### config.mk
export PLATFORM = sky130hd
export DESIGN_NAME = agu
export DESIGN_NICKNAME = d
export VERILOG_FILES = /design/src/mcu_pkg.sv /design/src/agu.sv
export SDC_FILE = /design/constraint.sdc
export NUM_CORES = 1
export LEC_CHECK = 0
export BUFFER_PORTS_ARGS = -buffer_cell sky130_fd_sc_hd__buf_2
export CORE_MARGIN = 8
export CORE_UTILIZATION = 54
export CTS_CLUSTER_SIZE = 8
export DETAILED_ROUTE_END_ITERATION = 8
export GPL_TIMING_DRIVEN = 1
export PLACE_DENSITY_LB_ADDON = 0.25
export SYNTH_ARGS = -nofsm -noshare
export SYNTH_HDL_FRONTEND = slang
export SYNTH_SLANG_ARGS = --single-unit
### constraint.sdc
create_clock -name clk -period 3.1 [get_ports clk]
set_input_delay 0.62 -clock clk [delete_from_list [all_inputs] [get_ports clk]]
set_output_delay 0.62 -clock clk [all_outputs]
set_load 0.05 [all_outputs]
### src/mcu_pkg.sv
`default_nettype none

package mcu_pkg;

    typedef logic [11:0] addr_t;    // word address inside one bank
    typedef logic [13:0] paddr_t;   // {bank, addr_t}
    typedef logic [63:0] data_t;
    typedef logic [7:0]  upc_t;

    typedef enum logic [2:0] {
        OP_CLEAR = 3'b000,
        OP_MAC   = 3'b100,
        OP_CODEC = 3'b110
    } opcode_t;

    // clear row count is {mode, imm_lo}
    typedef struct packed {
        opcode_t    opcode;
        logic [3:0] idx_a;      // control-table indices
        logic [3:0] idx_b;
        logic [3:0] idx_c;
        logic       mode;       // codec direction / mac sign
        logic [4:0] imm_lo;
        logic       spare_hi;
        logic       b_bank;
        logic [3:0] spare_lo;
        logic       func;
    } inst_t;

    typedef struct packed {
        logic       mem_wen;
        logic       codec_en;
        logic [3:0] stride;
        logic [3:0] ptr_clr;    // bit 0 is A, bit 3 is D
        logic [3:0] ptr_add;
        logic       mac_en;
        logic [2:0] loop_st;
        logic [2:0] loop_up;
        logic       done;
    } uinst_t;

    localparam int UINST_WIDTH = $bits(uinst_t);

    typedef enum logic [1:0] {
        SRC_ZERO,
        SRC_ENCODE,
        SRC_DECODE,
        SRC_MACS
    } wr_src_t;

    typedef enum logic [1:0] {
        ST_IDLE,
        ST_IF,
        ST_ID,
        ST_EX
    } ctrl_state_t;

    typedef struct packed {
        paddr_t a;
        paddr_t b;
        paddr_t c;
        paddr_t d;
    } base_addrs_t;

    typedef struct packed {
        addr_t addr;
        logic  wen;
    } mem_req_t;

    localparam int LVL1_LEN = 1344;
    localparam int LVL2_LEN = 976;
    localparam int LVL3_LEN = 640;

endpackage

`default_nettype wire

### src/agu.sv
`default_nettype none

module agu (
    input  wire                         clk,
    input  wire                         rstn,
    input  wire                         load,
    input  wire mcu_pkg::base_addrs_t   bases,
    input  wire [3:0]                   ptr_add,
    input  wire [3:0]                   ptr_clr,
    input  wire [3:0]                   stride,
    output mcu_pkg::paddr_t [3:0]       ptrs
);

    mcu_pkg::paddr_t [3:0] base_arr;

    assign base_arr = {bases.d, bases.c, bases.b, bases.a};   // index 0 is A

    always_ff @(posedge clk or negedge rstn) begin
        if (!rstn) begin
            ptrs <= '0;
        end else begin
            for (int i = 0; i < 4; i++) begin
                if (load || ptr_clr[i])
                    ptrs[i] <= base_arr[i];
                else if (ptr_add[i])
                    ptrs[i][11:0] <= ptrs[i][11:0] + 12'(stride);   // bank stays
            end
        end
    end

endmodule

`default_nettype wire

== Yosys cells after proc, flatten, opt, wreduce, memory -nomap -nowiden ==
Cells that the tools add are included.

* $add $sub $neg: 4
* Multiplexer cells: 8
* Reduce and logical (&&, ||, !) cells: 8

{| class="wikitable"
|+ Operator list
! operator !! number
|-
| $mux 12 || 8
|-
| $add 12x4->12 || 4
|-
| $reduce_bool 2->1 || 4
|-
| $logic_or 1x1->1 || 4
|}

* Register bits: 56
* Bits of input ports: 71
* Output and inout bits: 56
* Logic and storage cells: 28

== Logic depth before layout (Yosys ltp) ==
* Word-level depth: 3
* Gate-level depth with buffers: 7
* Gate-level depth less buffers: 7

== Worst setup path after synthesis ==
OpenSTA, ideal clock, no wires.

* Path kind: reg-to-reg
* From: register ptrs[28] in the netlist's numbering
* To: register ptrs[38] in the netlist's numbering
* Library setup time: 0.082 ns
* Arrival time: 2.264 ns
* Required time: 3.018 ns
* Path slack: 0.754 ns
* Stages on the path, launching flop included: 8
* Buffers on the path: 0
* Clock period less this slack: 2.346 ns
* Cell sequence: dfrtp_1 ha_1 inv_1 fa_1 nand2b_1 a21o_1 or3_2 a31oi_1

* Longest elaborated chain between the ends: 3

{| class="wikitable"
|+ Ends and longest elaborated chain
! item !! line !! text
|-
| from (decl) || agu.sv:11 || <nowiki>output mcu_pkg::paddr_t [3:0] ptrs</nowiki>
|-
| from (signal, indexed assignment) || agu.sv:24 || <nowiki>ptrs[i] <= base_arr[i];</nowiki>
|-
| from (signal, indexed assignment) || agu.sv:26 || <nowiki>ptrs[i][11:0] <= ptrs[i][11:0] + 12'(stride);</nowiki>
|-
| $add 12x4->12 || agu.sv:26 ||
|-
| $mux 12 || agu.sv:25 || <nowiki>else if (ptr_add[i])</nowiki>
|-
| $mux 12 || agu.sv:23 || <nowiki>if (load || ptr_clr[i])</nowiki>
|}

No other way between the ends. The select of a mux whose other input is x is not followed.
A chain may end at the register's enable or synchronous reset.

== Worst setup path in the final report ==
* From: input stride[0]
* To: register ptrs[10] in the netlist's numbering

* Longest elaborated chain between the ends: 3

{| class="wikitable"
|+ Ends and longest elaborated chain
! item !! line !! text
|-
| from (decl) || agu.sv:10 || <nowiki>input wire [3:0] stride,</nowiki>
|-
| $add 12x4->12 || agu.sv:26 ||
|-
| $mux 12 || agu.sv:25 ||
|-
| $mux 12 || agu.sv:23 ||
|}

No other way between the ends. The select of a mux whose other input is x is not followed.

==> impl_summary.txt <==
----------------------------------------------------
[Outcome]
  Outcome ... completed

[Die]
  Die outline height ... 97.4 um
  DIE AREA ... 9490 um2
  Floorplan row count ... 29
  IO Pins ... 127
  Chip width ... 97.4 um
  Standard cell core area ... 6390 um2
  Initial Utilization ... 56.1%

[Critical path]
  Slowest-stage cell, CP ... or3_2
  Delay of the slowest cell on the worst path ... 0.44 ns
  Setup slack, reg-to-reg ... 0.97 ns
  Crit. End Element ... register
  Number of cells traversed by the worst register-to-register path ... 7
  Critical path arrival ... 2.44 ns
  Maximum fanout count along the critical path ... 4
  Required @ worst endpoint ... 3.34 ns
  Critical path class ... input port to register
  Chain of cells forming the critical path ... buf_2 -> ha_1 -> inv_1 -> fa_1 -> nand2b_1 -> a21o_1 -> or3_2 -> a31oi_1
  Element type at the critical path start ... input port

[Yosys]
  Fraction of the yosys area taken by sequential cells ... 39.1%
  Distinct cells, synth ... 41
  Cell taking the most area after synthesis ... dfrtp_1
  Gate Count Post-Synth ... 412
  Cell Area, Synth ... 3580 um2
  Ranking of synthesized cells by area ... dfrtp_1 39%, nand2_1 7.9%, o21ai_0 5.7%
  Synthesis-stage register bit count ... 56
  Post-synth net total ... 503
  Post-synthesis average cell area ... 8.69 um2
  Synthesis Warnings ... 0
  Post-synth EDFFs ... 0
  Most used DFF post-synth ... dfrtp_1
  Area share of the largest cell type after synthesis ... 39.1%
  Fraction of registers with async set/reset ... 100%

[Placed design]
  Count of input and output buffers ... 126
  Post-DP HPWL ... 7.26 mm
  Area after detailed placement ... 4250 um2
  Global placement routability congestion ... 0.773

[Clocking]
  Max H-tree Level ... 2
  Count of hold-fix buffers inserted at cts ... 0
  Post-CTS setup buffers ... 0
  CTS root buffer ... clkbuf_8
  Clock sink count ... 56
  Count of cells resized by post-cts repair ... 0
  Buffers from clock root to sink, at most ... 2
  Worst-Skew Late Latency ... 0.32 ns
  Clock tree from TritonCTS ... built
  Total CTS buffers ... 5
  Clock-pin transition on the worst setup and hold timing paths ... 0.11 ns

[Cells and area]
  Max reg flops ... 56
  Final nets ... 625
  Fraction of final layout cells sized beyond drive strength 1 ... 27.5%
  Largest registers ranked by flip-flop count ... ptrs x56
  Post-Layout Inst Area ... 4340 um2
  Most common library cell in the layout ignoring fill and taps ... buf_2
  P&R area growth vs syn ... 21.3%
  Register with the most flip-flops ... ptrs
  Antenna Cells ... 0
  Top library cells by usage in the layout, fill and taps aside ... 126 x buf_2, 75 x nand2_1, 56 x dfrtp_1
  Final design utilization ... 68.0%
  Filler cells ... 555

[Drt]
  Wire length per cell after detailed routing ... 15.3 um
  Total Wirelength ... 9.38 mm
  First-pass DRT Iterations ... 4
  DRC viols ... 0
  Vias post-DR ... 3345
  Count of antenna-violating nets left after detailed routing ... 0
  First-iteration detailed-routing DRC count ... 69
  Number of vias per cell after detailed routing ... 5.47

[Global route]
  Total GRT Usage ... 19.5%
  GR Layer Usage met3 ... 7.25%
  Via count of the first global-routing pass ... 3407
  First-pass GRT wire length ... 15.7 mm
  Met1 usage in global routing ... 23.6%
  GR Util met2 ... 31.9%
  GRT Residual Overflow ... 0
  Peak-usage layer in the global routing report ... met2
  Largest net degree at the start of global routing ... 32
  Antenna violations before repair ... 0

[Timing]
  Final clock period utilization by the worst path ... 71.0%
  Final critical path time including I/O delays and setup ... 2.20 ns
  Final Hold Fails ... 0
  Relative slew margins ... 56.2%
  Final max-slew violation count ... 0
  Max Clk Rate ... 455 MHz
  Number of setup violations in the final report ... 0
  Largest clock skew in the final design ... 0.0153 ns
  Accumulated negative setup slack ... 0 ns
  Least-Margin Pin Slew ... 0.657 ns
  Setup repair after global routing missed its margin ... false

[Power and ir drop]
  Total leakage power ... 0.00211 uW
  Worst supply voltage drop on vdd ... 0.000302 V
  Power density of the placed cells ... 472 nW/um2
  PnR Total Power ... 2050 uW

[Min path]
  Worst hold path class ... input port to async pin

[Job]
  Max-cap check violation count ... 0

----------------------------------------------------
## Yosys cell counts, types with 4 or more instances
cell      count
nand2_1      75
dfrtp_1      56
o21ai_0      41
nor2_1       34
inv_1        17
a21oi_1      16
ha_1         16
a31oi_1      14
mux2i_1      14
nand3_1      14
xnor2_1      12
or3_1        10
and3_1        8
nor3b_1       8
a211oi_1      6
clkbuf_1      6
a21o_1        4
and2_1        4
fa_1          4
nand2b_1      4
nand4_1       4
o31ai_1       4
xor2_1        4
## metrics by stage
stage               cells  hold WS (ns)  setup slack (ns)
finish                612         0.301             0.900
global route          612         0.336             0.816
CTS                   612         0.311             0.897
detailed placement    604         0.451             0.571
global placement      604         0.444             0.636
floorplan             412         0.324             0.754
## power breakdown
group	internal (uW)	total (uW)	switching [uW]
Combinational	229	746	517
Clock	183	433	250
Sequential	799	872	72.8
## worst paths after layout
path | to | start
hold reg to reg | ptrs[55]$_DFFE_PN0P_ | ptrs[55]$_DFFE_PN0P_
setup / recovery | ptrs[10]$_DFFE_PN0P_ | stride[0]
min in group clk | ptrs[55]$_DFFE_PN0P_ | ptrs[55]$_DFFE_PN0P_
max in group asynchronous | ptrs[54]$_DFFE_PN0P_ | rstn
hold / removal | ptrs[35]$_DFFE_PN0P_ | rstn
setup reg to reg | ptrs[10]$_DFFE_PN0P_ | ptrs[0]$_DFFE_PN0P_
## routing by layer
metal	wire length (um)	share of wire [%]	up-vias
li1	-	-	1702
met1	4130	44	1552
met2	4390	47	83
met3	754	8.0	8
met4	111	1.2	0
met5	0	0	-
## worst max-delay path: cells and delay by family
kind	cells	cell delay (ns)
adder cells (fa/ha/maj)	2	0.60
AND/OR/NAND/NOR	2	0.63
buffers and inverters	2	0.21
AO/OA/AOI/OAI	2	0.39
## cell type report
type	count	area (um2)	area share, %
inverter	17	63.8	1.47
clock inverter	1	7.51	0.173
timing repair buffer	129	653	15.0
multi-input combinational	325	2030	46.8
clock buffer	7	86.3	1.99
tap	77	96.3	2.22
sequential	56	1400	32.3
## kinds of logic (layout without fill, tap and decap cells)
group                    after synthesis  in the layout  synth area share (%)
AO/OA/AOI/OAI                         97             97                  16.5
XOR/XNOR                              16             16                  3.91
adder cells (fa/ha/maj)               20             20                  7.83
buffers and inverters                 31            154                  4.09
flip-flops                            56             56                  39.1
multiplexers                          15             15                  4.23
AND/OR/NAND/NOR                      177            177                  24.3
Note: power is estimated with default switching activity, not from simulation.
