## src/mcu_pkg.sv

```systemverilog
`default_nettype none

package mcu_pkg;

    typedef logic [11:0] addr_t;    // word address inside one bank
    typedef logic [13:0] paddr_t;   // {bank, addr_t}
    typedef logic [63:0] data_t;
    typedef logic [7:0]  upc_t;

    typedef enum logic [2:0] {
        OP_CLEAR = 3'b000,
        OP_MAC   = 3'b100,
        OP_CODEC = 3'b110
    } opcode_t;

    // clear row count is {mode, imm_lo}
    typedef struct packed {
        opcode_t    opcode;
        logic [3:0] idx_a;      // control-table indices
        logic [3:0] idx_b;
        logic [3:0] idx_c;
        logic       mode;       // codec direction / mac sign
        logic [4:0] imm_lo;
        logic       spare_hi;
        logic       b_bank;
        logic [3:0] spare_lo;
        logic       func;
    } inst_t;

    typedef struct packed {
        logic       mem_wen;
        logic       codec_en;
        logic [3:0] stride;
        logic [3:0] ptr_clr;    // bit 0 is A, bit 3 is D
        logic [3:0] ptr_add;
        logic       mac_en;
        logic [2:0] loop_st;
        logic [2:0] loop_up;
        logic       done;
    } uinst_t;

    localparam int UINST_WIDTH = $bits(uinst_t);

    typedef enum logic [1:0] {
        SRC_ZERO,
        SRC_ENCODE,
        SRC_DECODE,
        SRC_MACS
    } wr_src_t;

    typedef enum logic [1:0] {
        ST_IDLE,
        ST_IF,
        ST_ID,
        ST_EX
    } ctrl_state_t;

    typedef struct packed {
        paddr_t a;
        paddr_t b;
        paddr_t c;
        paddr_t d;
    } base_addrs_t;

    typedef struct packed {
        addr_t addr;
        logic  wen;
    } mem_req_t;

    localparam int LVL1_LEN = 1344;
    localparam int LVL2_LEN = 976;
    localparam int LVL3_LEN = 640;

endpackage

`default_nettype wire

```

## src/mem_port_router.sv

```systemverilog
`default_nettype none

module mem_port_router (
    input  wire mcu_pkg::paddr_t [3:0]  ptrs,
    input  wire mcu_pkg::mem_req_t      ctrl_req,
    input  wire mcu_pkg::mem_req_t      utab_req,
    input  wire [1:0]                   wr_bank,
    input  wire                         mem_wen,
    input  wire mcu_pkg::data_t [3:0]   rd_data,
    output mcu_pkg::data_t              a_data,
    output mcu_pkg::data_t              b_data,
    output mcu_pkg::data_t              c_data,
    output mcu_pkg::mem_req_t [3:0]     mem_req
);

    always_comb begin
        for (int p = 0; p < 4; p++) begin
            mem_req[p].wen = mem_wen && (wr_bank == 2'(p));
            if (wr_bank == 2'(p))
                mem_req[p].addr = ptrs[3][11:0];    // D owns the write port
            else if (ptrs[0][13:12] == 2'(p))
                mem_req[p].addr = ptrs[0][11:0];
            else if (ptrs[1][13:12] == 2'(p))
                mem_req[p].addr = ptrs[1][11:0];
            else if (ptrs[2][13:12] == 2'(p))
                mem_req[p].addr = ptrs[2][11:0];
            else
                mem_req[p].addr = '0;
        end
        // wen on an override only flags it active, decode never writes
        if (ctrl_req.wen)
            mem_req[0] = '{addr: ctrl_req.addr, wen: 1'b0};
        if (utab_req.wen)
            mem_req[2] = '{addr: utab_req.addr, wen: 1'b0};
    end

    assign a_data = rd_data[ptrs[0][13:12]];
    assign b_data = rd_data[ptrs[1][13:12]];
    assign c_data = rd_data[ptrs[2][13:12]];

endmodule

`default_nettype wire

```

## config.mk

```make
export PLATFORM = sky130hd
export DESIGN_NAME = mem_port_router
export DESIGN_NICKNAME = d
export VERILOG_FILES = /design/src/mcu_pkg.sv /design/src/mem_port_router.sv
export SDC_FILE = /design/constraint.sdc
export NUM_CORES = 1
export LEC_CHECK = 0
export BUFFER_PORTS_ARGS = -buffer_cell sky130_fd_sc_hd__buf_2
export CORE_AREA = 3 3 225 227
export DETAILED_ROUTE_END_ITERATION = 8
export DIE_AREA = 0 0 228 230
export GPL_TIMING_DRIVEN = 0
export MAX_ROUTING_LAYER = met4
export PLACE_DENSITY_LB_ADDON = 0.08
export SYNTH_ARGS = -nofsm -noshare
export SYNTH_HDL_FRONTEND = slang
export SYNTH_SLANG_ARGS = --single-unit
export TNS_END_PERCENT = 50
```

## constraint.sdc

```tcl
create_clock -name vclk -period 2.8
set_input_delay 0.56 -clock vclk [all_inputs]
set_output_delay 0.56 -clock vclk [all_outputs]
set_load 0.05 [all_outputs]
```

# Word-level counts from Yosys, hierarchy flattened
# Index checks and enable logic that the tools add are counted.
[word_totals]
out_inout_bits = 244
rom_bits = 0
ram_bits = 0
memories = 0
register_bits = 0
latchBits = 0
inputBits = 341
wordCells = 47
[classes]
div_mod_pow = 0
add_sub_neg = 0
eq_ne = 12
shift = 0
reduce_logical = 8
muxes = 24
bitwise_logic = 0
magnitude_cmp = 3
mul = 0
[ops]
columns = ["operator", "count"]
rows = [
  ["$bmux W64 S2", 3],
  ["$mux W12", 16],
  ["$mux W64", 3],
  ["$mux W13", 2],
  ["$eq A2 B2 Y1 const B", 8],
  ["$lt A2 B3 Y1 const B", 3],
  ["$eq A2 B1 Y1 const B", 4],
  ["$logic_not A2 Y1", 4],
  ["$logic_and A1 B1 Y1", 4],
]

# Longest topological paths before layout
[depth]
ltp_word = 6
ltp_mapped = 6
ltp_nobuf = 3

# Worst setup path after synthesis
# OpenSTA, ideal clock, no wires.
[synth_path]
path_kind = "input port to output port"
from = "in wr_bank[1]"
to = "out mem_req[0] in the netlist's numbering"
path_stages = 3
setup_slack_ns = -0.355
t_arrival_ns = 2.595
t_required_ns = 2.240
path_cell_list = "buf_2 > buf_1 > nor4b_1"
[synth_rtl]
columns = ["item", "line_no", "text"]
rows = [
  ["start: declaration", "mem_port_router.sv:7", "input wire [1:0] wr_bank,"],
  ["end: declaration", "mem_port_router.sv:13", "output mcu_pkg::mem_req_t [3:0] mem_req"],
]

==> flow_summary.html <==
<table>
<tr><th>Metric</th><th>Value</th></tr>
<tr><th colspan="2">Setup path</th></tr>
<tr><td>Critical path required time</td><td>2.24 ns</td></tr>
<tr><td>Maximum cell stage delay along the critical path</td><td>0.32 ns</td></tr>
<tr><td>WP buf/inv</td><td>4</td></tr>
<tr><td>Cell with the largest stage delay on the worst path</td><td>sky130_fd_sc_hd__buf_2</td></tr>
<tr><td>Category of the worst setup path launch point</td><td>primary input</td></tr>
<tr><td>Arrival time of the worst setup path</td><td>2.15 ns</td></tr>
<tr><td>Maximum fanout encountered on the critical timing path</td><td>10</td></tr>
<tr><td>Critical path type</td><td>primary input to primary output</td></tr>
<tr><td>Endpoint kind of the worst setup timing path</td><td>primary output</td></tr>
<tr><td>Sequence of cells on the critical path</td><td>buf_2 &gt; buf_4 &gt; buf_2 &gt; nor3b_1 &gt; a311oi_1 &gt; o31ai_1 &gt; buf_2</td></tr>
<tr><td>Most used cell, CP</td><td>sky130_fd_sc_hd__buf_2</td></tr>
<tr><td>Top cell family by delay on the critical path</td><td>buffers and inverters</td></tr>
<tr><th colspan="2">STA</th></tr>
<tr><td>Min cycle time layout</td><td>2.71 ns</td></tr>
<tr><td>Worst slew margin relative to its limit</td><td>61.4%</td></tr>
<tr><td>Slew Viols, Final</td><td>0</td></tr>
<tr><td>Actual slew at the worst max-slew pin</td><td>0.579 ns</td></tr>
<tr><td>Tightest hold margin</td><td>1.57 ns</td></tr>
<tr><td>Total negative setup slack</td><td>0 ns</td></tr>
<tr><td>Setup slack of the critical path after layout</td><td>0.0891 ns</td></tr>
<tr><td>Setup repair after global routing missed its margin</td><td>yes</td></tr>
<tr><td>Final Hold Fails</td><td>0</td></tr>
<tr><td>Achievable clock frequency</td><td>369 MHz</td></tr>
<tr><td>Final period utilization</td><td>96.8%</td></tr>
<tr><td>Count of endpoints failing setup in the final report</td><td>0</td></tr>
<tr><th colspan="2">Die</th></tr>
<tr><td>Core Region</td><td>48800 sq um</td></tr>
<tr><td>Starting density of the core</td><td>13.9%</td></tr>
<tr><td>Total number of placement rows</td><td>81</td></tr>
<tr><td>Width of the die</td><td>228 um</td></tr>
<tr><td>Die Outline Area</td><td>52400 sq um</td></tr>
<tr><td>Number of ports placed on the die boundary</td><td>585</td></tr>
<tr><td>Die span in y</td><td>230 um</td></tr>
<tr><th colspan="2">Run status</th></tr>
<tr><td>Result of the run</td><td>finished, final reports clean</td></tr>
<tr><th colspan="2">Cells and area</th></tr>
<tr><td>Net count, final</td><td>1492</td></tr>
<tr><td>Fraction of the core area covered by cells at the end of the flow</td><td>21.6%</td></tr>
<tr><td>Fill cells</td><td>5487</td></tr>
<tr><td>Count of flip-flops and latches</td><td>0</td></tr>
<tr><td>Area growth from synthesis to layout</td><td>55.8%</td></tr>
<tr><td>Commonest non-fill, non-tap cell in the layout</td><td>sky130_fd_sc_hd__buf_2</td></tr>
<tr><td>Area taken by flip-flops and latches</td><td>0 sq um</td></tr>
<tr><td>Number of clock buffers in the layout</td><td>0</td></tr>
<tr><td>Most frequent cells in the layout</td><td>621 x sky130_fd_sc_hd__buf_2, 192 x sky130_fd_sc_hd__mux4_2, 48 x sky130_fd_sc_hd__a311oi_1</td></tr>
<tr><td>Share of cells above drive strength 1</td><td>74.0%</td></tr>
<tr><th colspan="2">Synthesis</th></tr>
<tr><td>Sequential area share after synthesis</td><td>0%</td></tr>
<tr><td>Average cell area after synthesis</td><td>11.9 sq um</td></tr>
<tr><td>Proportion of synthesized area in mux cells</td><td>63.8%</td></tr>
<tr><td>Main combinational cell family by area after synthesis</td><td>multiplexers</td></tr>
<tr><td>Adder-Cell Fraction of Synth Area</td><td>0%</td></tr>
<tr><td>Post-Synthesis Net Count</td><td>911</td></tr>
<tr><td>Cell area after synthesis</td><td>6780 sq um</td></tr>
<tr><td>Simple-gate share of the synthesized area</td><td>13.3%</td></tr>
<tr><td>Instance count of the mapped netlist</td><td>570</td></tr>
<tr><td>Post-synthesis compound-gate area fraction</td><td>14.7%</td></tr>
<tr><td>Synthesis warning total</td><td>0</td></tr>
<tr><td>XOR/XNOR Fraction of Synth Area</td><td>0%</td></tr>
<tr><td>Number of different library cells in the post-synthesis netlist</td><td>27</td></tr>
<tr><th colspan="2">Power</th></tr>
<tr><td>Final Power</td><td>3250 uW</td></tr>
<tr><td>Static leakage</td><td>0.00453 uW</td></tr>
<tr><td>Cell area power density</td><td>308 nW/um^2</td></tr>
<tr><td>VDD IR max</td><td>0.141 mV</td></tr>
<tr><th colspan="2">Place</th></tr>
<tr><td>Routability cong.</td><td>0.932</td></tr>
<tr><td>Post-Place Setup Slack</td><td>-0.0510 ns</td></tr>
<tr><td>Input/output buffers</td><td>579</td></tr>
<tr><td>Final HPWL DP</td><td>43200 um</td></tr>
<tr><th colspan="2">Detailed routing</th></tr>
<tr><td>Total wirelength of the detailed-routed design</td><td>49600 um</td></tr>
<tr><td>ANT nets after route</td><td>0</td></tr>
<tr><td>Total vias in the final route</td><td>8638</td></tr>
<tr><td>DRC marker count from the first detailed-route iteration</td><td>464</td></tr>
<tr><td>Detailed Routing Iterations Pass 1</td><td>6</td></tr>
<tr><td>Avg Vias per Cell</td><td>4.75</td></tr>
<tr><td>Average routed wire per standard cell</td><td>27.3 um</td></tr>
<tr><td>Drc violations</td><td>0</td></tr>
<tr><th colspan="2">Global routing</th></tr>
<tr><td>Number of global-route vias before repair</td><td>9032</td></tr>
<tr><td>Final global-route overflow total</td><td>0</td></tr>
<tr><td>Largest net degree at the start of global routing</td><td>11</td></tr>
<tr><td>GRT Overall Usage</td><td>18.3%</td></tr>
<tr><td>Global-route wire length before repair</td><td>69700 um</td></tr>
<tr><td>Number of antenna violations at the first check in global routing</td><td>18</td></tr>
<tr><th colspan="2">Min path</th></tr>
<tr><td>Worst hold path startpoint</td><td>ptrs[42]</td></tr>
<tr><td>Worst Hold End</td><td>mem_req[14]</td></tr>
<tr><td>Worst Hold Class</td><td>primary input to primary output</td></tr>
<tr><td>Worst hold stages</td><td>4</td></tr>
<tr><th colspan="2">Clock tree</th></tr>
<tr><td>CTS hold repair buffers</td><td>0</td></tr>
<tr><td>Cts repair resizes</td><td>2</td></tr>
<tr><td>Post-CTS Setup Inserts</td><td>0</td></tr>
<tr><th colspan="2">Job</th></tr>
<tr><td>Max-cap violations</td><td>0</td></tr>
</table>
## report_power, final
| group | total, uW | internal (uW) | switching [uW] |
|---|---|---|---|
| sequential | 0 | 0 | 0 |
| clock | 0.000288 | 0.000288 | 0 |
| combinational | 3250 | 1010 | 2240 |
| total | 3250 | 1010 | 2240 |
## through the flow
stage / cells / instance area (sq um)
after floorplan: 570 / 6790
after global placement: 1813 / 10500
after detailed placement: 1813 / 10500
after CTS: 1813 / 10500
after global routing: 1819 / 10600
final: 1819 / 10600
## layout make-up
class,count,area [sq um],area share [%]
well taps,664,831,7.87
plain buffers,87,557,5.27
diodes,6,15.0,0.142
repair buffers,579,2900,27.5
multi-input cells,483,6250,59.2
## Yosys cell counts
cell / instances / area, sq um
sky130_fd_sc_hd__mux4_2: 192 / 4320
sky130_fd_sc_hd__a311oi_1: 48 / 420
sky130_fd_sc_hd__buf_2: 44 / 220
sky130_fd_sc_hd__nand2_1: 27 / 101
sky130_fd_sc_hd__o21ai_0: 26 / 130
sky130_fd_sc_hd__and3b_1: 25 / 219
sky130_fd_sc_hd__nor2_1: 25 / 93.8
sky130_fd_sc_hd__o31ai_1: 24 / 180
sky130_fd_sc_hd__o21ai_1: 22 / 110
sky130_fd_sc_hd__buf_6: 18 / 203
sky130_fd_sc_hd__nor2b_1: 17 / 106
sky130_fd_sc_hd__clkbuf_1: 16 / 60.1
sky130_fd_sc_hd__and3_1: 13 / 81.3
sky130_fd_sc_hd__nor4b_1: 13 / 114
sky130_fd_sc_hd__a21oi_1: 12 / 60.1
sky130_fd_sc_hd__a22oi_1: 12 / 90.1
sky130_fd_sc_hd__nor3b_1: 12 / 90.1
sky130_fd_sc_hd__nand2b_1: 5 / 31.3
sky130_fd_sc_hd__and2_1: 4 / 25.0
sky130_fd_sc_hd__buf_4: 4 / 30.0
sky130_fd_sc_hd__buf_1: 3 / 11.3
sky130_fd_sc_hd__buf_8: 2 / 30.0
sky130_fd_sc_hd__or2_2: 2 / 12.5
sky130_fd_sc_hd__and2b_1: 1 / 7.51
sky130_fd_sc_hd__nor2_4: 1 / 11.3
sky130_fd_sc_hd__o21bai_1: 1 / 7.51
sky130_fd_sc_hd__or2_1: 1 / 6.26
## worst max-delay path by stage
stage,start,to,slack [ns],cells past startpoint
after floorplan,wr_bank[1],mem_req[28],-0.15,4
after global placement,ptrs[27],mem_req[6],-0.09,7
after detailed placement,ptrs[27],mem_req[6],-0.05,7
after CTS,ptrs[27],mem_req[5],0.005,7
after global routing,ptrs[27],mem_req[8],0.0006,7
final,ptrs[27],mem_req[8],0.09,7
## worst min-delay path: stages
cell and delay [ns]:
sky130_fd_sc_hd__buf_2 0.13, sky130_fd_sc_hd__nand2_1 0.05, sky130_fd_sc_hd__o21ai_1 0.05, sky130_fd_sc_hd__buf_2 0.21
## routing by layer
metal	vias to the layer above	share of wire, %	track usage, %	routed length (um)
li1	3730	-	-	-
met1	4471	40	22.3	20000
met2	405	53	33.8	26400
met3	32	5.6	2.55	2800
met4	0	0.85	0.612	422
met5	-	0	-	0
## kinds of logic after synthesis
group,count (synthesis)
compound gates,145
mux,192
simple gates,146
buf+inv,87
Power figures use the tool's default switching activity.
