[config.mk]
export PLATFORM = sky130hd
export DESIGN_NAME = useq
export DESIGN_NICKNAME = d
export VERILOG_FILES = /design/src/mcu_pkg.sv /design/src/useq.sv
export SDC_FILE = /design/constraint.sdc
export NUM_CORES = 1
export LEC_CHECK = 0
export ABC_AREA = 1
export BUFFER_PORTS_ARGS = -buffer_cell sky130_fd_sc_hd__clkbuf_2
export CAP_MARGIN = 20
export CORE_MARGIN = 4
export CORE_UTILIZATION = 38
export DETAILED_ROUTE_END_ITERATION = 16
export SETUP_SLACK_MARGIN = 0.3
export SLEW_MARGIN = 20
export SYNTH_ARGS = -nofsm -noshare
export SYNTH_HDL_FRONTEND = slang
export SYNTH_SLANG_ARGS = --single-unit
[constraint.sdc]
create_clock -name clk -period 2.8 [get_ports clk]
set_clock_uncertainty 0.1 [all_clocks]
set_input_delay 0.28 -clock clk [delete_from_list [all_inputs] [get_ports clk]]
set_output_delay 0.28 -clock clk [all_outputs]
set_load 0.1 [all_outputs]
[src/mcu_pkg.sv]
`default_nettype none

package mcu_pkg;

    typedef logic [11:0] addr_t;    // word address inside one bank
    typedef logic [13:0] paddr_t;   // {bank, addr_t}
    typedef logic [63:0] data_t;
    typedef logic [7:0]  upc_t;

    typedef enum logic [2:0] {
        OP_CLEAR = 3'b000,
        OP_MAC   = 3'b100,
        OP_CODEC = 3'b110
    } opcode_t;

    // clear row count is {mode, imm_lo}
    typedef struct packed {
        opcode_t    opcode;
        logic [3:0] idx_a;      // control-table indices
        logic [3:0] idx_b;
        logic [3:0] idx_c;
        logic       mode;       // codec direction / mac sign
        logic [4:0] imm_lo;
        logic       spare_hi;
        logic       b_bank;
        logic [3:0] spare_lo;
        logic       func;
    } inst_t;

    typedef struct packed {
        logic       mem_wen;
        logic       codec_en;
        logic [3:0] stride;
        logic [3:0] ptr_clr;    // bit 0 is A, bit 3 is D
        logic [3:0] ptr_add;
        logic       mac_en;
        logic [2:0] loop_st;
        logic [2:0] loop_up;
        logic       done;
    } uinst_t;

    localparam int UINST_WIDTH = $bits(uinst_t);

    typedef enum logic [1:0] {
        SRC_ZERO,
        SRC_ENCODE,
        SRC_DECODE,
        SRC_MACS
    } wr_src_t;

    typedef enum logic [1:0] {
        ST_IDLE,
        ST_IF,
        ST_ID,
        ST_EX
    } ctrl_state_t;

    typedef struct packed {
        paddr_t a;
        paddr_t b;
        paddr_t c;
        paddr_t d;
    } base_addrs_t;

    typedef struct packed {
        addr_t addr;
        logic  wen;
    } mem_req_t;

    localparam int LVL1_LEN = 1344;
    localparam int LVL2_LEN = 976;
    localparam int LVL3_LEN = 640;

endpackage

`default_nettype wire

[src/useq.sv]
`default_nettype none

module useq #(
    parameter int LOOP_W = 11
) (
    input  wire                         clk,
    input  wire                         rstn,
    input  wire                         exec_start,
    input  wire mcu_pkg::upc_t          upc_start,
    input  wire [4:0][LOOP_W-1:0]       loop_cnt,
    input  wire [2:0]                   loop_up,
    input  wire [2:0]                   loop_st,
    input  wire                         done,
    output mcu_pkg::upc_t               upc
);

    localparam mcu_pkg::upc_t UPC_IDLE = 8'hff;   // all-zero word, parked here

    mcu_pkg::upc_t     body [5];
    logic [LOOP_W-1:0] cnt  [5];
    logic [2:0]        st_idx;
    logic [2:0]        up_idx;
    logic              up_hit;

    assign st_idx = loop_st - 3'd1;
    assign up_idx = loop_up - 3'd1;
    assign up_hit = (loop_up inside {[3'd1:3'd5]}) && (cnt[up_idx] > LOOP_W'(1));

    // upc already points past the word on uinst, so that is the body start
    always_ff @(posedge clk or negedge rstn) begin
        if (!rstn) begin
            upc <= UPC_IDLE;
            for (int k = 0; k < 5; k++) begin
                body[k] <= '0;
                cnt[k]  <= '0;
            end
        end else if (exec_start) begin
            upc <= upc_start;
        end else begin
            if (loop_st inside {[3'd1:3'd5]}) begin
                body[st_idx] <= upc;
                cnt[st_idx]  <= loop_cnt[st_idx];
            end
            if (up_hit)
                cnt[up_idx] <= cnt[up_idx] - LOOP_W'(1);
            if (done)
                upc <= UPC_IDLE;
            else if (up_hit)
                upc <= body[up_idx];
            else if (upc != UPC_IDLE)
                upc <= upc + 8'd1;
        end
    end

endmodule

`default_nettype wire

# Word-level counts from Yosys, hierarchy flattened
# Cells that the tools add are included.
# word_totals
ff_bits	103
in_bits	73
out_inout_bits	8
wordCells	60
# op_classes
add_sub_neg	4
eq_ne	1
bitwise	3
n_reduce_logical	7
order_cmp	10
mux	24
# ops
op	count
$mux W55	3
$bwmux W55	2
$bmux W11 S3	2
$demux W11 S3	2
$mux W8	7
$mux W11	5
$bwmux W40	1
$bmux W8 S3	1
$demux W8 S3	1
$gt A11 B1 Y1 const B	1
$sub A11 B1 Y11 const B	1
$add A8 B1 Y8 const B	1
$ge A4 B4 Y1 const B	2
$lt A4 B1 Y1 const B	2
$ne A8 B8 Y1 const B	1
$not A3 Y4	2
$ge A3 B1 Y1 const B	2
$le A3 B3 Y1 const B	2
$sub A3 B1 Y3 const B	2
$logic_and A1 B1 Y1	5
$lt A3 B4 Y1 const B	1
$reduce_bool A4 Y1	1
$reduce_and A2 Y1	1
$not A1 Y1	1

# Depth between registers and ports, before layout
# depth
ltp_word	11
mapped_depth	23
mapped_depth_nobuf	20

# Least setup slack after synthesis
# OpenSTA, ideal clock, no wires.
# synth_path
path_kind	input to register
start	input port loop_st[0]
end	register cnt[12] in the netlist's numbering
path_stages	15
arrival_time_ns	2.556
path_buffers	4
t_required_ns	2.635
setup_slack_ns	0.078
setup_time_ns	0.065
cell_sequence	inv_1 > buf_2 > buf_1 > ha_1 > clkbuf_1 > nor3_1 > nand2_1 > clkinv_1 > buf_2 > nand2_1 > o21ai_0 > a21oi_1 > o21ai_1 > nand2_1 > nand2_1
# synth_between
elab_chain_cells	11
elab_cells_between_ends	17
cone_classes	add/sub (1); order compare (4); mux (9); bitwise (1); reduce/logical (2)
# synth_rtl
element	line	rtl
start, declared	useq.sv:12	input wire [2:0] loop_st,
$sub A3 B1 Y3	useq.sv:25	assign st_idx = loop_st - 3'd1;
$not A3 Y4 (implied by the code)	useq.sv:42	cnt[st_idx] <= loop_cnt[st_idx];
$ge A4 B4 Y1 (implied by the code) or $lt A4 B1 Y1 (tied branches)	useq.sv:42	
$logic_and A1 B1 Y1 (implied by the code)	useq.sv:42	
$mux W11 (implied by the code)	useq.sv:42	
$demux W11 S3	useq.sv:42	
$bwmux W55	useq.sv:42	
$mux W55 (*)	useq.sv:40	if (loop_st inside {[3'd1:3'd5]}) begin
$mux W55 (*)	useq.sv:37	end else if (exec_start) begin
$bwmux W55	useq.sv:45	cnt[up_idx] <= cnt[up_idx] - LOOP_W'(1);
$mux W55 (*)	useq.sv:44	if (up_hit)
end signal, assigned by index	useq.sv:42	
end signal, assigned by index	useq.sv:45	
end, declared	useq.sv:20	logic [LOOP_W-1:0] cnt [5];
# Every way passes the cells marked *; elsewhere a longest branch is shown, timed or not. The select of a mux whose other input is x is not followed.
# A chain may end at the register's enable or synchronous reset.

# Final worst setup path
# layout_path
start	register cnt[12] in the netlist's numbering
end	register cnt[19] in the netlist's numbering
# layout_between
elab_chain_cells	6
elab_cells_between_ends	8
cone_classes	add/sub (1); order compare (1); mux (5); reduce/logical (1)
# layout_rtl
element	line
$bmux W11 S3 (*)	useq.sv:27, useq.sv:45
$mux W11 (implied by the code) (*) (2 in series)	useq.sv:27, useq.sv:45
$sub A11 B1 Y11 or $gt A11 B1 Y1 (tied branches)	useq.sv:45, useq.sv:27
$bwmux W55 or $logic_and A1 B1 Y1 (tied branches)	useq.sv:45, useq.sv:27
$mux W55 (*)	useq.sv:44
# Marked as above.

==> reports/results.txt <==
Status = finished, final reports clean
Share of the yosys chip area belonging to registers = 33.6%
Peak Freq = 0.411 GHz
Post-Route Hold Slack = 0.0936 ns
Floorplan die height = 150 um
Clock tree root buffer cell = sky130_fd_sc_hd__clkbuf_16
Later-pin clock latency in the skew report = 0.37 ns
Classification of the worst-slack hold path = in2reg
Count of H-tree levels built during CTS = 3
Number of storage elements in the synthesis netlist = 103
Reported max-cap violation count = 0
Inserted Clock Buffers = 9
Count of different cell masters after synthesis = 35
Gate count after technology mapping = 1241
Global routing usage summed across all routing layers = 23.5%
Initial core utilization = 39.1%
Wire length after detailed routing = 26700 um
Clock-pin slew on the worst setup and hold paths = 0.09 ns
Final critical-path required period = 2.43 ns
Quantity of I/O buffers inserted on ports = 80
Drt via density = 5.21
Gp weighted congestion = 0.920
Unrepaired setup endpoints after global routing = true
CP max-delay cell = sky130_fd_sc_hd__dfrtp_1
Top library cells by usage in the layout, fill and taps aside = sky130_fd_sc_hd__nand2_1, sky130_fd_sc_hd__nand3_1, sky130_fd_sc_hd__dfrtp_1, sky130_fd_sc_hd__o21ai_0, sky130_fd_sc_hd__clkbuf_2
Number of clock sinks = 103
Number of buffers between clock root and the deepest sink = 2
Critical path, cell by cell = inv_2 -> nor2_1 -> a21oi_2 -> nor2_2 -> nor2_4 -> ha_2 -> inv_2 -> nor2_2 -> nand2_1 -> nor2_2 -> nand2_2 -> nand3_4 -> clkbuf_16 -> nand2_1 -> nand2_1 -> nand2_1 -> nand2_1
Synthesized cell area = 7710 um2
P&R area growth vs syn = 20.5%
Top cells by area, synth = sky130_fd_sc_hd__dfrtp_1, sky130_fd_sc_hd__nand2_1, sky130_fd_sc_hd__nand3_1, sky130_fd_sc_hd__o21ai_0, sky130_fd_sc_hd__nor2_1
Clock Power Share = 17.5%
Leading cell type in the layout, fill and taps excluded = sky130_fd_sc_hd__nand2_1
Number of DRC violations after detailed routing = 0
Cell type with the largest total area after synthesis = sky130_fd_sc_hd__dfrtp_1
Number of antenna violations at the first check in global routing = 0
VDD IR max = 0.000406 V
Average detailed-routed wire length per instance = 16.5 um
CP Capture Type = register
Mean post-synth cell area = 6.21 um2
Number of primary I/O pins = 81
Net switching component of the power = 3.66 mW
Gate family responsible for the most delay along the worst path = simple AND/OR/NAND/NOR gates
Worst-path fanout max = 11
Critical Setup Path Class = reg2reg
Int Pwr = 4.23 mW
Final setup violation count = 0
Top cell type's share of synthesized area = 30.8%
Net Count, Synth = 1321
Post-detailed-placement half-perimeter wirelength = 18800 um
Fraction of final layout cells with drive strength greater than 1 = 18.0%
Crit path largest cell delay = 0.40 ns
Remaining number of nets flagged by the antenna check after routing = 0
Total power density per cell area = 851 nW/um2
Final Max Tran Viols = 0
Die Wd = 150 um
Share of total power consumed by net switching = 46.4%
First-pass GRT wire length = 41700 um
Final core utilization = 47.1%
Residual overflow from global routing = 0
Cell repeated most along the worst path = sky130_fd_sc_hd__nand2_1
Number of core rows = 51
Area enclosed by the die boundary = 22600 um2
Final number of hold-violating endpoints = 0
Element type at the critical path start = register
Layout Nets = 1430
Number of global-route vias before repair = 7767
Fraction of power consumed by sequential logic = 31.2%
Iter 0 DRT Violations = 803
Final worst-path cycle share = 86.8%
Vias post-DR = 8444
Buffer and inverter count on the worst path = 3
Normalized max-slew margin = 48.0%
Worst Tran Pin Value = 0.771 ns
Antenna diode count = 0
Core Region = 19700 um2
Crit path DAT = 2.64 ns
Required arrival time at the worst endpoint = 3.01 ns
Detailed-router iteration count before antenna repair = 6
Combinational share of power = 51.3%
Total number of yosys warnings = 0
Clock tree from TritonCTS = done
Largest net degree at the start of global routing = 56
Total leakage power = 4.96 nW
## final cells by class
type | count | area, um2
Clock buffer | 9 | 225
Clock inverter | 7 | 98.8
Fill cell | 2017 | 10400
Inverter | 67 | 267
Multi-Input combinational cell | 1014 | 4670
Sequential cell | 103 | 2590
Tap cell | 265 | 332
Timing Repair Buffer | 155 | 1100
## per-layer routing
layer	vias to the layer above	track usage [%]	wire (um)
li1	4206	-	-
met1	3896	33.1	12000
met2	287	37.5	12000
met3	55	3.25	1830
met4	0	7.04	856
met5	-	0	0
## worst min-delay path, stage by stage
cell and delay [ns]:
sky130_fd_sc_hd__clkbuf_2 0.07, sky130_fd_sc_hd__or2_2 0.09, sky130_fd_sc_hd__nand2_1 0.04, sky130_fd_sc_hd__nand2_1 0.05
## logic make-up after synthesis
family / count (synthesis) / synth area share, %
AND/OR/NAND/NOR: 818 / 43.2
flip-flops: 103 / 33.6
buffers and inverters: 125 / 7.50
multiplexers: 10 / 1.30
XOR/XNOR: 9 / 1.02
adder cells (fa/ha/maj): 7 / 1.14
AO/OA/AOI/OAI: 169 / 12.2
## state kept, by name, indices dropped and copies added (netlist names)
register,flops
body,40
cnt,55
upc,8
## path summary, 6_finish.rpt
check,cells past startpoint,startpoint,slack (ns),endpoint
setup reg to reg,17,cnt[12],0.37,cnt[19]
setup / recovery,17,cnt[12],0.37,cnt[19]
min in group asynchronous,2,rstn,0.35,cnt[47]
hold reg to reg,2,cnt[9],0.38,cnt[9]
hold / removal,4,upc_start[6],0.09,upc[6]
max in group asynchronous,3,rstn,1.46,upc[6]
## synthesized netlist by cell type
cell,instances
sky130_fd_sc_hd__a21oi_1,36
sky130_fd_sc_hd__nand2_2,6
sky130_fd_sc_hd__clkinv_1,7
sky130_fd_sc_hd__o2111ai_1,8
sky130_fd_sc_hd__buf_1,5
sky130_fd_sc_hd__inv_1,52
sky130_fd_sc_hd__dfstp_2,8
sky130_fd_sc_hd__inv_2,8
sky130_fd_sc_hd__buf_2,11
sky130_fd_sc_hd__xor2_1,8
sky130_fd_sc_hd__nor2_2,9
sky130_fd_sc_hd__clkbuf_1,26
sky130_fd_sc_hd__ha_1,7
sky130_fd_sc_hd__nand2_1,603
sky130_fd_sc_hd__nand3_2,3
sky130_fd_sc_hd__nor2_1,66
sky130_fd_sc_hd__o21ai_0,82
sky130_fd_sc_hd__buf_4,5
sky130_fd_sc_hd__nand4_1,17
sky130_fd_sc_hd__dfrtp_1,95
sky130_fd_sc_hd__or2_2,2
sky130_fd_sc_hd__a21oi_2,2
sky130_fd_sc_hd__nand2_4,2
sky130_fd_sc_hd__nor2_4,1
sky130_fd_sc_hd__a31oi_1,17
sky130_fd_sc_hd__o21bai_1,9
sky130_fd_sc_hd__o21ai_1,12
sky130_fd_sc_hd__xnor2_1,1
sky130_fd_sc_hd__nor3_1,6
sky130_fd_sc_hd__clkbuf_2,1
sky130_fd_sc_hd__nand3_1,103
sky130_fd_sc_hd__o21a_1,2
sky130_fd_sc_hd__o21ai_4,1
sky130_fd_sc_hd__mux2i_1,10
sky130_fd_sc_hd__buf_6,10
## metrics by stage
step | area [um2] | setup WS (ns) | TNS, ns | cells | total power [mW]
floorplan | 7760 | 0.259 | 0 | 1241 | 5.08
global placement | 8710 | -0.0497 | -0.273 | 1594 | 6.08
detailed placement | 8710 | -0.0609 | -1.05 | 1594 | 6.13
CTS | 9050 | 0.374 | 0 | 1611 | 7.54
global route | 9290 | 0.179 | 0 | 1620 | 8.56
finish | 9290 | 0.369 | 0 | 1620 | 7.90
## power groups by stage
stage / clock [mW] / sequential, mW / combinational (mW)
3_5_place_dp: 0 / 2.47 / 3.66
4_1_cts: 1.41 / 2.45 / 3.68
5_1_grt: 1.47 / 2.54 / 4.56
3_3_place_gp: 0 / 2.47 / 3.61
6_report: 1.38 / 2.46 / 4.05
2_1_floorplan: 0 / 2.52 / 2.56
## timing repair
action,CTS,global route
hold buffers,1,0
endpoints found under the setup margin,11,63
buffers inserted,0,3
pin swaps,0,5
gates resized for setup,3,36
cloned,0,6
hold endpoints to repair,36,0
No activity file was read; power rests on OpenSTA's default activity.
